## config.mk

```make
export PLATFORM = sky130hd
export DESIGN_NAME = grant_arbiter
export DESIGN_NICKNAME = d
export VERILOG_FILES = /design/src/rtl/ram_pkg.sv /design/src/rtl/grant_arbiter.sv
export SDC_FILE = /design/constraint.sdc
export NUM_CORES = 1
export LEC_CHECK = 0
export BUFFER_PORTS_ARGS = -buffer_cell sky130_fd_sc_hd__buf_2
export CAP_MARGIN = 20
export CORE_AREA = 2 2 39 41
export CTS_CLUSTER_SIZE = 30
export DETAILED_ROUTE_END_ITERATION = 10
export DIE_AREA = 0 0 41 43
export GPL_TIMING_DRIVEN = 1
export PLACE_DENSITY = 0.63
export REMOVE_ABC_BUFFERS = 1
export SLEW_MARGIN = 20
export SYNTH_ARGS = -nofsm -noshare
export SYNTH_HDL_FRONTEND = slang
export SYNTH_SLANG_ARGS = --single-unit
export TNS_END_PERCENT = 10
```

## constraint.sdc

```tcl
create_clock -name CK -period 1.1 [get_ports CK]
set_input_delay 0.055 -clock CK [delete_from_list [all_inputs] [get_ports CK]]
set_output_delay 0.055 -clock CK [all_outputs]
set_load 0.01 [all_outputs]
```

## src/rtl/ram_pkg.sv

```systemverilog
// Shared sizes, timing constants, grant source and sequencer state enums
`default_nettype none

package ram_pkg;

    // Word address split into row and column halves
    localparam int ADDR_W = 10;
    localparam int ROW_W  = 5;  // Upper address bits
    localparam int COL_W  = 5;  // Lower address bits

    // 16-bit word, low lane 7:0, high lane 15:8
    localparam int DATA_W = 16;
    localparam int LANE_W = DATA_W / 2;

    // Cycles between refresh requests
    localparam int REFRESH_INTERVAL = 64;
    localparam int REF_CNT_W        = $clog2(REFRESH_INTERVAL);
    localparam logic [REF_CNT_W-1:0] REF_LAST = REF_CNT_W'(REFRESH_INTERVAL - 1);

    // Bus write data wait before giving up
    localparam int BUS_WAIT_LIMIT = 6;
    localparam int WAIT_CNT_W     = $clog2(BUS_WAIT_LIMIT);
    localparam logic [WAIT_CNT_W-1:0] WAIT_LAST = WAIT_CNT_W'(BUS_WAIT_LIMIT - 1);

    // Who owns the current RAM cycle
    typedef enum logic [1:0] {
        SRC_CPU,
        SRC_BUS,
        SRC_REFRESH
    } src_t;

    // Sequencer states, access path then CAS-before-RAS refresh path
    typedef enum logic [3:0] {
        ST_IDLE,
        ST_GRANT_DELAY,  // Stands in for the 25 ns grant delay
        ST_ROW,          // RAS up, row address latched
        ST_BUS_WAIT,     // Bus write paused for data
        ST_COL,          // CAS up, lanes enabled
        ST_COL_HOLD,     // Read data valid
        ST_PRECHARGE,    // Strobes down
        ST_REF_CAS,      // CAS first
        ST_REF_RAS,      // Then RAS
        ST_REF_HOLD
    } seq_state_t;

endpackage

`default_nettype wire

```

## src/rtl/grant_arbiter.sv

```systemverilog
// Refresh interval counter, fixed-priority request selection and registered grant
`timescale 1ns/1ps
`default_nettype none

module grant_arbiter (
    input  wire                 CK,
    input  wire                 arst_n,
    input  wire                 cpu_req,          // Held until cpu_done
    input  wire                 bus_req,          // Held until bus_done
    input  wire                 seq_idle,         // Sequencer can accept a grant
    input  wire                 cycle_end,        // Last cycle of an access or refresh
    output logic                gnt,              // One-cycle pulse
    output ram_pkg::src_t       gnt_src,          // Source of the latest grant
    output logic                refresh_pending   // Sticky until its refresh retires
);

    logic [ram_pkg::REF_CNT_W-1:0] ref_cnt;
    logic                          ref_tick;   // Interval elapsed
    logic                          busy;       // Grant out, cycle not retired yet
    logic                          can_grant;
    ram_pkg::src_t                 next_src;

    assign ref_tick = (ref_cnt == ram_pkg::REF_LAST);

    // One grant per idle window, busy keeps a held request from a second grant
    assign can_grant = seq_idle && !busy && (refresh_pending || cpu_req || bus_req);

    // Refresh first, then CPU, bus last
    always_comb begin
        if (refresh_pending) begin
            next_src = ram_pkg::SRC_REFRESH;
        end else if (cpu_req) begin
            next_src = ram_pkg::SRC_CPU;
        end else begin
            next_src = ram_pkg::SRC_BUS;
        end
    end

    // Free-running interval counter
    always_ff @(posedge CK or negedge arst_n) begin
        if (!arst_n) begin
            ref_cnt <= '0;
        end else if (ref_tick) begin
            ref_cnt <= '0;
        end else begin
            ref_cnt <= ref_cnt + 1'b1;
        end
    end

    // A new tick wins over a retiring refresh, the next one is already due
    always_ff @(posedge CK or negedge arst_n) begin
        if (!arst_n) begin
            refresh_pending <= 1'b0;
        end else if (ref_tick) begin
            refresh_pending <= 1'b1;
        end else if (cycle_end && gnt_src == ram_pkg::SRC_REFRESH) begin
            refresh_pending <= 1'b0;
        end
    end

    always_ff @(posedge CK or negedge arst_n) begin
        if (!arst_n) begin
            gnt     <= 1'b0;
            gnt_src <= ram_pkg::SRC_CPU;
            busy    <= 1'b0;
        end else begin
            gnt <= can_grant;  // Request seen, grant one cycle later
            if (can_grant) begin
                gnt_src <= next_src;
                busy    <= 1'b1;
            end else if (cycle_end) begin
                busy <= 1'b0;  // Requester drops its level after done
            end
        end
    end

endmodule

`default_nettype wire

```

==> results_dict.tcl <==
set metrics [dict create \
    synthTopCellsByArea "dfrtp_1 62%, xor2_1 5.9%, a21oi_1 3.4%, mux2_4 3.4%, o21a_4 3.4%" \
    critPathCaptureType "flip-flop" \
    cts_root_buf "clkbuf_4" \
    cts_tree "yes" \
    final_cell_mix "11 x dfrtp_1, 8 x buf_2, 7 x buf_4" \
    power_density_mw_per_mm2 1180 \
    start_util_pct 32.2 \
    synthCells 36 \
    grt_pass1_vias 351 \
    cp_slowest_cell "dfrtp_1" \
    yosysUniqueCellTypes 17 \
    area_growth_pct 45.5 \
    place_congestion 0.737 \
    fin_crit_ns 1.23 \
    post_drt_wl_per_cell_um 10.7 \
    cp-start-kind "flip-flop" \
    clk_pin_slew_worst_paths_ns 0.06 \
    violations "setup timing" \
    fin_worst_skew_ns 0.000993 \
    cpPeakStageDelay_ns 0.38 \
    slew_headroom_pct 75.9 \
    syn_area_um2 445 \
    p_leak_nw 0.318 \
    final_nets 67 \
    worst_slack_ns -0.128 \
    grtUsageTotal_pct 11.5 \
    antenna_cells 0 \
    synth_top_cell_area_share_pct 61.8 \
    nFillCells 127 \
    crit_type "reg -> reg" \
    clockBufferDepth 2 \
    tightestPinTransition_ns 0.358 \
    placementRows 14 \
    finalWirelength_um 806 \
    cts.sinks 11 \
    multi_input_area_um2 186 \
    min_path_type "in -> reg" \
    insertion_delay_ns 0.26 \
    drt_iter0_markers 1 \
    drive_gt1_share_pct 47.5 \
    die_h_um 43 \
    ir_worst_vdd_mv 0.523 \
    ff_latch_area_um2 275 \
    die_w_um 41 \
    crit_arrival_ns 1.37 \
    via_per_inst 4.56 \
    grt_overflow 0 \
    ys_seq_area_share_pct 61.8 \
    dieArea_mm2 0.00176 \
    cts_buffers 3 \
    core_area_mm2 0.00138 \
    ant_nets 0 \
    antenna_found_initial 0 \
    synth-seq-cells 11 \
    grt_max_degree 12 \
    drv_cap 0 \
    vias 342 \
    worstPathRequired_ns 1.25 \
    synth_area_leader_cell "dfrtp_1" \
    yosys_warnings 0 \
    whs_ns 0.0666 \
    drtPass1Iterations 4 \
    io-pin-count 10 \
    hold_viol_final 0 \
    crit_path_cell_trace "or2_1, o21a_4, mux2_4" \
    setup_violations 3 \
    grt_pass1_wl_um 1310 \
    rsz0062_at_grt "yes" \
    run_status "finished, violations left" \
    worstPathMaxFanout 3 \
    final_common_cell "dfrtp_1" \
    drc 0 \
    layout_worst_path_cycle_share_pct 112 \
    syn_area_per_cell_um2 12.4 \
    maxSlewViolCount 0 \
    fmax_mhz 814 \
    h-tree-depth 1 \
    portBuffers 9 \
    final_core_util_pct 46.8 \
]
## routing by layer
metal	GRT usage, %	part of all wire (%)
met1	12.4	41
met3	3.14	6.9
met5	0	0
met4	10.0	0.99
met2	17.2	51
## worst max-delay path: cells and delay by family, from the launching register on
| kind | cells | cell delay (ns) |
|---|---|---|
| flip-flops | 1 | 0.38 |
| AND/OR/NAND/NOR | 1 | 0.23 |
| multiplexers | 1 | 0.29 |
| AO/OA/AOI/OAI | 1 | 0.21 |
## stage by stage
step / setup slack (ns) / power [W] / std cells / cell area [µm²] / TNS, ns
final: -0.128 / 0.000767 / 75 / 648 / -0.173
after global routing: -0.158 / 0.000817 / 75 / 648 / -0.292
after CTS: -0.125 / 0.000787 / 74 / 627 / -0.170
after detailed placement: -0.117 / 0.000513 / 69 / 571 / -0.260
after global placement: -0.0963 / 0.000511 / 69 / 571 / -0.208
after floorplan: -0.151 / 0.000472 / 36 / 445 / -0.358
## layout make-up
cell class | instances | share of cell area [%]
tap | 16 | 3.09
inverter | 1 | 0.579
clock buffer | 4 | 4.05
multi-input combinational | 24 | 28.8
sequential | 11 | 42.5
timing repair buffer | 19 | 21.0
## synthesized netlist by cell type
library cell  count
a21o_2            1
nor2_1            2
ha_1              1
o21ai_0           2
mux2_4            1
nand2_1           2
xor2_1            3
nand2b_1          1
o31ai_1           1
inv_1             1
a21oi_1           3
nor2b_1           1
dfrtp_1          11
o21a_4            1
or2_1             1
nand3_1           2
and3_1            2
## where the power goes
group          leakage (nW)  switching [W]  internal, W
Sequential            0.134     0.00000878     0.000422
Clock                0.0150       0.000122     0.000140
Combinational         0.169      0.0000365    0.0000385
## state kept, by name (all words and copies together) (netlist names)
| signal | flops |
|---|---|
| ref_cnt | 6 |
| gnt_src | 2 |
| busy | 1 |
| gnt | 1 |
| refresh_pending | 1 |
## logic make-up after synthesis
group	Yosys count	share of synthesized area, %
AO/OA/AOI/OAI	8	12.6
XOR/XNOR	3	5.90
adder cells (fa/ha/maj)	1	2.81
flip-flops	11	61.8
AND/OR/NAND/NOR	11	12.6
multiplexers	1	3.37
buffers and inverters	1	0.842
## repair_timing
| action | CTS | global route |
|---|---|---|
| pin swaps | 1 | 1 |
| setup buffers | 0 | 1 |
| setup endpoints to repair | 7 | 6 |
| resized for setup | 4 | 4 |
| hold buffers | 1 | 0 |
| endpoints found under the hold margin | 11 | 0 |
## final timing paths
path	from	to	slack (ns)	cells after the start
setup / recovery	refresh_pending$_DFFE_PN0P_	gnt_src[1]$_DFFE_PN0P_	-0.13	3
hold / removal	bus_req	gnt$_DFF_PN0_	0.07	2
setup reg to reg	refresh_pending$_DFFE_PN0P_	gnt_src[1]$_DFFE_PN0P_	-0.13	3
hold reg to reg	busy$_DFFE_PN0P_	busy$_DFFE_PN0P_	0.48	1
max in group asynchronous	arst_n	ref_cnt[4]$_DFF_PN0_	0.71	2
min in group asynchronous	arst_n	gnt_src[0]$_DFFE_PN0P_	0.19	2
(Power assumes the default switching activity.)
