===== config.mk =====
export PLATFORM = sky130hd
export DESIGN_NAME = ram_sequencer
export DESIGN_NICKNAME = d
export VERILOG_FILES = /design/src/rtl/ram_pkg.sv /design/src/rtl/ram_sequencer.sv
export SDC_FILE = /design/constraint.sdc
export NUM_CORES = 1
export LEC_CHECK = 0
export ABC_AREA = 1
export BUFFER_PORTS_ARGS = -buffer_cell sky130_fd_sc_hd__buf_2
export CORE_MARGIN = 3
export CORE_UTILIZATION = 30
export DETAILED_ROUTE_END_ITERATION = 16
export SETUP_SLACK_MARGIN = 0.3
export SLEW_MARGIN = 15
export SYNTH_ARGS = -nofsm -noshare
export SYNTH_HDL_FRONTEND = slang
export SYNTH_SLANG_ARGS = --single-unit

===== constraint.sdc =====
create_clock -name CK -period 2 [get_ports CK]
set_input_delay 0.2 -clock CK [delete_from_list [all_inputs] [get_ports CK]]
set_output_delay 0.2 -clock CK [all_outputs]
set_load 0.05 [all_outputs]

===== src/rtl/ram_pkg.sv =====
// Shared sizes, timing constants, grant source and sequencer state enums
`default_nettype none

package ram_pkg;

    // Word address split into row and column halves
    localparam int ADDR_W = 10;
    localparam int ROW_W  = 5;  // Upper address bits
    localparam int COL_W  = 5;  // Lower address bits

    // 16-bit word, low lane 7:0, high lane 15:8
    localparam int DATA_W = 16;
    localparam int LANE_W = DATA_W / 2;

    // Cycles between refresh requests
    localparam int REFRESH_INTERVAL = 64;
    localparam int REF_CNT_W        = $clog2(REFRESH_INTERVAL);
    localparam logic [REF_CNT_W-1:0] REF_LAST = REF_CNT_W'(REFRESH_INTERVAL - 1);

    // Bus write data wait before giving up
    localparam int BUS_WAIT_LIMIT = 6;
    localparam int WAIT_CNT_W     = $clog2(BUS_WAIT_LIMIT);
    localparam logic [WAIT_CNT_W-1:0] WAIT_LAST = WAIT_CNT_W'(BUS_WAIT_LIMIT - 1);

    // Who owns the current RAM cycle
    typedef enum logic [1:0] {
        SRC_CPU,
        SRC_BUS,
        SRC_REFRESH
    } src_t;

    // Sequencer states, access path then CAS-before-RAS refresh path
    typedef enum logic [3:0] {
        ST_IDLE,
        ST_GRANT_DELAY,  // Stands in for the 25 ns grant delay
        ST_ROW,          // RAS up, row address latched
        ST_BUS_WAIT,     // Bus write paused for data
        ST_COL,          // CAS up, lanes enabled
        ST_COL_HOLD,     // Read data valid
        ST_PRECHARGE,    // Strobes down
        ST_REF_CAS,      // CAS first
        ST_REF_RAS,      // Then RAS
        ST_REF_HOLD
    } seq_state_t;

endpackage

`default_nettype wire


===== src/rtl/ram_sequencer.sv =====
// RAS/CAS/byte-lane state machine with bus data wait and timeout
`timescale 1ns/1ps
`default_nettype none

module ram_sequencer (
    input  wire                         CK,
    input  wire                         arst_n,
    input  wire                         gnt,
    input  ram_pkg::src_t               gnt_src,
    input  wire                         cpu_we,
    input  wire  [ram_pkg::ADDR_W-1:0]  cpu_addr,
    input  wire  [1:0]                  cpu_be,
    input  wire  [ram_pkg::DATA_W-1:0]  cpu_wdata,
    input  wire                         bus_we,
    input  wire  [ram_pkg::ADDR_W-1:0]  bus_addr,
    input  wire  [1:0]                  bus_be,
    input  wire  [ram_pkg::DATA_W-1:0]  bus_wdata,
    input  wire                         bus_dap,      // Bus write data present
    output logic                        seq_idle,
    output logic                        cycle_end,
    output logic                        ras,
    output logic                        cas,
    output logic                        loen_n,
    output logic                        hien_n,
    output logic                        we,
    output logic [ram_pkg::ROW_W-1:0]   row_addr,
    output logic [ram_pkg::COL_W-1:0]   col_addr,
    output logic [ram_pkg::DATA_W-1:0]  wdata,
    output logic                        cpu_done,
    output logic                        bus_done,
    output logic                        bus_timeout
);

    ram_pkg::seq_state_t                state, state_next;
    ram_pkg::src_t                      cmd_src;
    logic                               cmd_we;
    logic [ram_pkg::ADDR_W-1:0]         cmd_addr;
    logic [1:0]                         cmd_be;
    logic [ram_pkg::DATA_W-1:0]         cmd_wdata;
    logic                               dap_seen;    // Sticky since grant
    logic                               dap_now;
    logic [ram_pkg::WAIT_CNT_W-1:0]     wait_cnt;
    logic                               wait_expired;
    logic                               timed_out;
    logic                               lanes_off;   // Aborted bus write

    assign dap_now      = dap_seen || bus_dap;
    assign wait_expired = (state == ram_pkg::ST_BUS_WAIT) && !dap_now
                          && (wait_cnt == ram_pkg::WAIT_LAST);
    assign lanes_off    = wait_expired;

    assign seq_idle  = (state == ram_pkg::ST_IDLE);
    assign cycle_end = (state == ram_pkg::ST_PRECHARGE) || (state == ram_pkg::ST_REF_HOLD);

    assign we       = cmd_we;
    assign row_addr = cmd_addr[ram_pkg::ADDR_W-1 -: ram_pkg::ROW_W];
    assign col_addr = cmd_addr[ram_pkg::COL_W-1:0];
    assign wdata    = cmd_wdata;

    always_comb begin
        state_next = state;
        case (state)
            ram_pkg::ST_IDLE: begin
                if (gnt) begin
                    // Refresh skips the grant delay
                    state_next = (gnt_src == ram_pkg::SRC_REFRESH) ? ram_pkg::ST_REF_CAS
                                                                   : ram_pkg::ST_GRANT_DELAY;
                end
            end
            ram_pkg::ST_GRANT_DELAY: state_next = ram_pkg::ST_ROW;
            ram_pkg::ST_ROW: begin
                // Only bus writes wait, CPU writes have data with the request
                state_next = (cmd_src == ram_pkg::SRC_BUS && cmd_we) ? ram_pkg::ST_BUS_WAIT
                                                                     : ram_pkg::ST_COL;
            end
            ram_pkg::ST_BUS_WAIT: begin
                if (dap_now || wait_expired) begin
                    state_next = ram_pkg::ST_COL;
                end
            end
            ram_pkg::ST_COL:       state_next = ram_pkg::ST_COL_HOLD;
            ram_pkg::ST_COL_HOLD:  state_next = ram_pkg::ST_PRECHARGE;
            ram_pkg::ST_PRECHARGE: state_next = ram_pkg::ST_IDLE;
            ram_pkg::ST_REF_CAS:   state_next = ram_pkg::ST_REF_RAS;
            ram_pkg::ST_REF_RAS:   state_next = ram_pkg::ST_REF_HOLD;
            ram_pkg::ST_REF_HOLD:  state_next = ram_pkg::ST_IDLE;
            default:               state_next = ram_pkg::ST_IDLE;
        endcase
    end

    // Command latch, payload only
    always_ff @(posedge CK) begin
        if (seq_idle && gnt) begin
            if (gnt_src == ram_pkg::SRC_BUS) begin
                cmd_addr  <= bus_addr;
                cmd_be    <= bus_be;
                cmd_wdata <= bus_wdata;
            end else begin
                cmd_addr  <= cpu_addr;   // Don't care on refresh
                cmd_be    <= cpu_be;
                cmd_wdata <= cpu_wdata;
            end
        end else if (cmd_src == ram_pkg::SRC_BUS && bus_dap && !dap_seen) begin
            cmd_wdata <= bus_wdata;  // Bus data arrives with its first dap
        end
    end

    always_ff @(posedge CK or negedge arst_n) begin
        if (!arst_n) begin
            state     <= ram_pkg::ST_IDLE;
            cmd_src   <= ram_pkg::SRC_CPU;
            cmd_we    <= 1'b0;
            dap_seen  <= 1'b0;
            wait_cnt  <= '0;
            timed_out <= 1'b0;
        end else begin
            state <= state_next;
            if (seq_idle && gnt) begin
                cmd_src   <= gnt_src;
                cmd_we    <= (gnt_src == ram_pkg::SRC_CPU) ? cpu_we
                           : (gnt_src == ram_pkg::SRC_BUS) ? bus_we : 1'b0;
                dap_seen  <= 1'b0;
                timed_out <= 1'b0;
            end else begin
                if (bus_dap) dap_seen <= 1'b1;
                if (wait_expired) timed_out <= 1'b1;
            end
            // Counts cycles spent in the wait state
            wait_cnt <= (state == ram_pkg::ST_BUS_WAIT) ? wait_cnt + 1'b1 : '0;
        end
    end

    // Registered strobes decoded from the next state, like the PAL outputs
    always_ff @(posedge CK or negedge arst_n) begin
        if (!arst_n) begin
            ras         <= 1'b0;
            cas         <= 1'b0;
            loen_n      <= 1'b1;
            hien_n      <= 1'b1;
            cpu_done    <= 1'b0;
            bus_done    <= 1'b0;
            bus_timeout <= 1'b0;
        end else begin
            ras <= (state_next inside {ram_pkg::ST_ROW, ram_pkg::ST_BUS_WAIT, ram_pkg::ST_COL,
                                       ram_pkg::ST_COL_HOLD, ram_pkg::ST_REF_RAS});
            cas <= (state_next inside {ram_pkg::ST_COL, ram_pkg::ST_COL_HOLD,
                                       ram_pkg::ST_REF_CAS, ram_pkg::ST_REF_RAS});
            // Reads open both lanes, writes follow byte enables
            loen_n <= !(state_next == ram_pkg::ST_COL && !lanes_off && (!cmd_we || cmd_be[0]));
            hien_n <= !(state_next == ram_pkg::ST_COL && !lanes_off && (!cmd_we || cmd_be[1]));
            cpu_done    <= (state == ram_pkg::ST_COL_HOLD) && (cmd_src == ram_pkg::SRC_CPU);
            bus_done    <= (state == ram_pkg::ST_COL_HOLD) && (cmd_src == ram_pkg::SRC_BUS);
            bus_timeout <= (state == ram_pkg::ST_COL_HOLD) && (cmd_src == ram_pkg::SRC_BUS)
                           && timed_out;
        end
    end

endmodule

`default_nettype wire


==> key figures <==
Power and ir drop
  • Flop pwr share: approximately 37%
  • Sw Share: between 40 and 50%
  • Sw power: approximately 0.0018 W
  • Clock power frac: between 10% and 20%
  • P_int: between 0.002 and 0.0025 W
  • P_leak: 1.41 nW
  • PD cells: between 1000 and 1500 mW/mm^2
  • Combinational Power Share: 44.7%
  • Maximum vdd ir drop: ~0.47 mV

Clock tree
  • CTS max path bufs: 2
  • Clk_lat worst skew: 0.30 ns
  • CTS Buf Count: 5
  • Root Buffer: clkbuf_8
  • H-tree Lvls: 2
  • CTS tree: yes
  • Clock sinks: 47
  • Clk slew on worst S/H paths: about 0.10 ns

Worst setup path
  • Arrival time at the worst endpoint: around 1.4 ns
  • CP required: about 1.8 ns
  • CP endpoint kind: primary output
  • Reg2Reg Setup Slack: 0.42 ns
  • Kind of critical path: reg2out
  • Worst-path fanout max: 5
  • Startpoint class of the critical path: register

Synthesis
  • Synth Area in Compound Gates: approximately 3.5%
  • Mux cell area share after synthesis: under 10%
  • Asr flop ratio synth: about two fifths
  • Seq/Total Area, Yosys: 61.9%
  • Post-synthesis instance total: about 200
  • Synthesis Warnings: 0
  • Number of flops mapped to enable cells by yosys: 28
  • Synth Register Bits: between 40 and 50
  • Mean Syn Cell Area: 10.6 um^2
  • Synth Flop Type: edfxtp_1
  • Net Count, Synth: 267
  • Count of cell types in the netlist: 24
  • Largest family of logic cells by synthesized area: simple AND/OR/NAND/NOR gates
  • Adder-cell share of the synthesized area: around 1.2%
  • Netlist Area Pre-Place: 0.00213 mm^2
  • Simple-gate share of the synthesized area: between 20% and 30%
  • XOR/XNOR Fraction of Synth Area: less than 1%

GRT
  • Met3 Use GR: under 10%
  • Busiest grt layer: met2
  • Largest net degree at the start of global routing: 26
  • Initial antenna violation count: 0
  • Met2 Use GR: 23.1%
  • Met1 Usage GRT: between 10% and 20%
  • Overall routing resource usage: roughly an eighth
  • Number of global-route vias before repair: roughly 1800
  • GRT overflow: 0
  • First-pass GRT wire length: 8560 um

Floorplan
  • Die Area: between 0.008 and 0.009 mm^2
  • I/O Pins: 100
  • Die width: about 90 um
  • Core Area: approximately 0.007 mm^2
  • Die Y: roughly 90 um
  • Initial Util: 31.2%
  • Number of core rows: 30

Route
  • Residual DRC count: 0
  • Total Routed Length: between 5000 and 6000 um
  • Vias: 1777
  • Wirelength per Cell: around 13 um
  • Via density: about 4.4
  • 1st-iter DRT viols: ~120
  • Router iterations before antenna repair: 4
  • Final antenna-violating net count: 0

STA
  • Unrepaired setup endpoints after global routing: true
  • Hold WS: approximately 0.15 ns
  • Setup_tns: 0 ns
  • Period minus WS final: 1.61 ns
  • Fin crit share: approximately 81%
  • Fin Clk Skew: between 0.01 and 0.015 ns
  • Worst-Margin Slew: 0.536 ns
  • Final hold vios: 0
  • Fmax: between 600 and 700 MHz
  • Worst slew margin: 64.1%
  • Fin. max-slew vios: 0
  • Final setup fails: 0

Layout
  • Most common cell after layout, fill and taps aside: buf_2
  • Inserted Diodes: 0
  • Fillers: just over 700
  • Fin util: 42.2%
  • Layout area overhead: 35.2%
  • Final nets: 372
  • Share of post-route cells with drive strength above 1: between 40% and 50%
  • Commonest non-fill, non-tap cells in the layout: 98 x buf_2, 51 x nand2_1, 28 x edfxtp_1, 23 x nand3_1, 20 x inv_1

Placed design
  • Final estimated routing congestion in global placement: 0.864
  • HPWL after detailed placement: between 4000 and 5000 um
  • PortBufs: 99

Min path
  • Hold crit path type: in2reg

Flow run
  • # Max-Cap Violations: 0

Outcome
  • Outcome: finished, final reports clean
==> what timing repair did <==
action | 4_1_cts | 5_1_grt
buffers inserted | 0 | 0
hold buffers | 1 | 0
resized for setup | 2 | 3
hold endpoints to repair | 17 | 0
endpoints found under the setup margin | 2 | 33
==> registers in the layout, indices dropped and copies added, names as in the netlist, 2 cells and up <==
name	count
cmd_src	2
wait_cnt	3
cmd_be	2
state	4
wdata	16
cmd_addr	10
==> per-stage QoR <==
step | cells | cell area, um^2 | power [W] | worst slack, ns
6_report | 403 | 2880 | 0.00398 | 0.389
5_1_grt | 403 | 2880 | 0.00421 | 0.271
4_1_cts | 403 | 2870 | 0.00400 | 0.327
3_5_place_dp | 394 | 2740 | 0.00327 | 0.333
3_3_place_gp | 394 | 2740 | 0.00325 | 0.375
2_1_floorplan | 201 | 2130 | 0.00284 | 0.432
==> Yosys cell counts (2+ instances only) <==
cell      number  area (um^2)
o21ai_0        8         40.0
edfxtp_1      28          841
buf_4          3         22.5
inv_1         20         75.1
ha_1           2         25.0
dfstp_2        2         52.6
nand2_1       51          191
nand4_1        3         18.8
o211ai_1       3         22.5
nand3_1       23          115
nor2_1        16         60.1
dfrtp_1       17          425
mux2_2        12          135
buf_2          2         10.0
nor3_1         2         10.0
==> power groups by stage <==
| stage | Combinational [W] | Clock [W] | Sequential [W] |
|---|---|---|---|
| 3_3_place_gp | 0.00175 | 0 | 0.00150 |
| 4_1_cts | 0.00178 | 0.000725 | 0.00149 |
| 2_1_floorplan | 0.000674 | 0 | 0.00216 |
| 3_5_place_dp | 0.00176 | 0 | 0.00151 |
| 6_report | 0.00178 | 0.000717 | 0.00149 |
| 5_1_grt | 0.00192 | 0.000768 | 0.00152 |
==> metal layers <==
layer | up-vias | share of wire (%) | routed length (um)
met1 | 829 | 41 | 2150
li1 | 879 | - | -
met4 | 0 | 2.4 | 127
met3 | 8 | 5.4 | 287
met2 | 61 | 51 | 2720
met5 | - | 0 | 0
==> cell families (layout without fill, tap and decap cells) <==
logic type,Yosys count,in the layout
compound gates,13,13
xor+xnor,1,1
fa+ha+maj,2,2
buf+inv,26,132
flops,47,47
mux,12,12
simple gates,100,100
==> cell type report <==
type	instances	area (um^2)	share of cell area [%]
Timing Repair Buffer	104	546	18.9
Tap cell	96	120	4.17
Sequential cell	47	1320	45.8
Inverter	20	75.1	2.61
Clock inverter	3	46.3	1.61
Clock buffer	5	68.8	2.39
Multi-Input combinational cell	128	707	24.5
==> worst max-delay path: stages, from the launching register on <==
cell     delay, ns
dfrtp_1       0.43
nor2_1        0.23
inv_1         0.10
o21ai_1       0.14
buf_4         0.21
==> worst paths after layout <==
| kind | start | to | cells after the start |
|---|---|---|---|
| max reg2reg | state[3] | wdata[12] | 7 |
| min | bus_wdata[3] | wdata[3] | 3 |
| min reg2reg | cmd_be[1] | hien_n | 1 |
| max | state[3] | cycle_end | 4 |
| max in group asynchronous | arst_n | hien_n | 2 |
| min in group asynchronous | arst_n | cmd_src[0] | 2 |
Power figures use the tool's default switching activity.
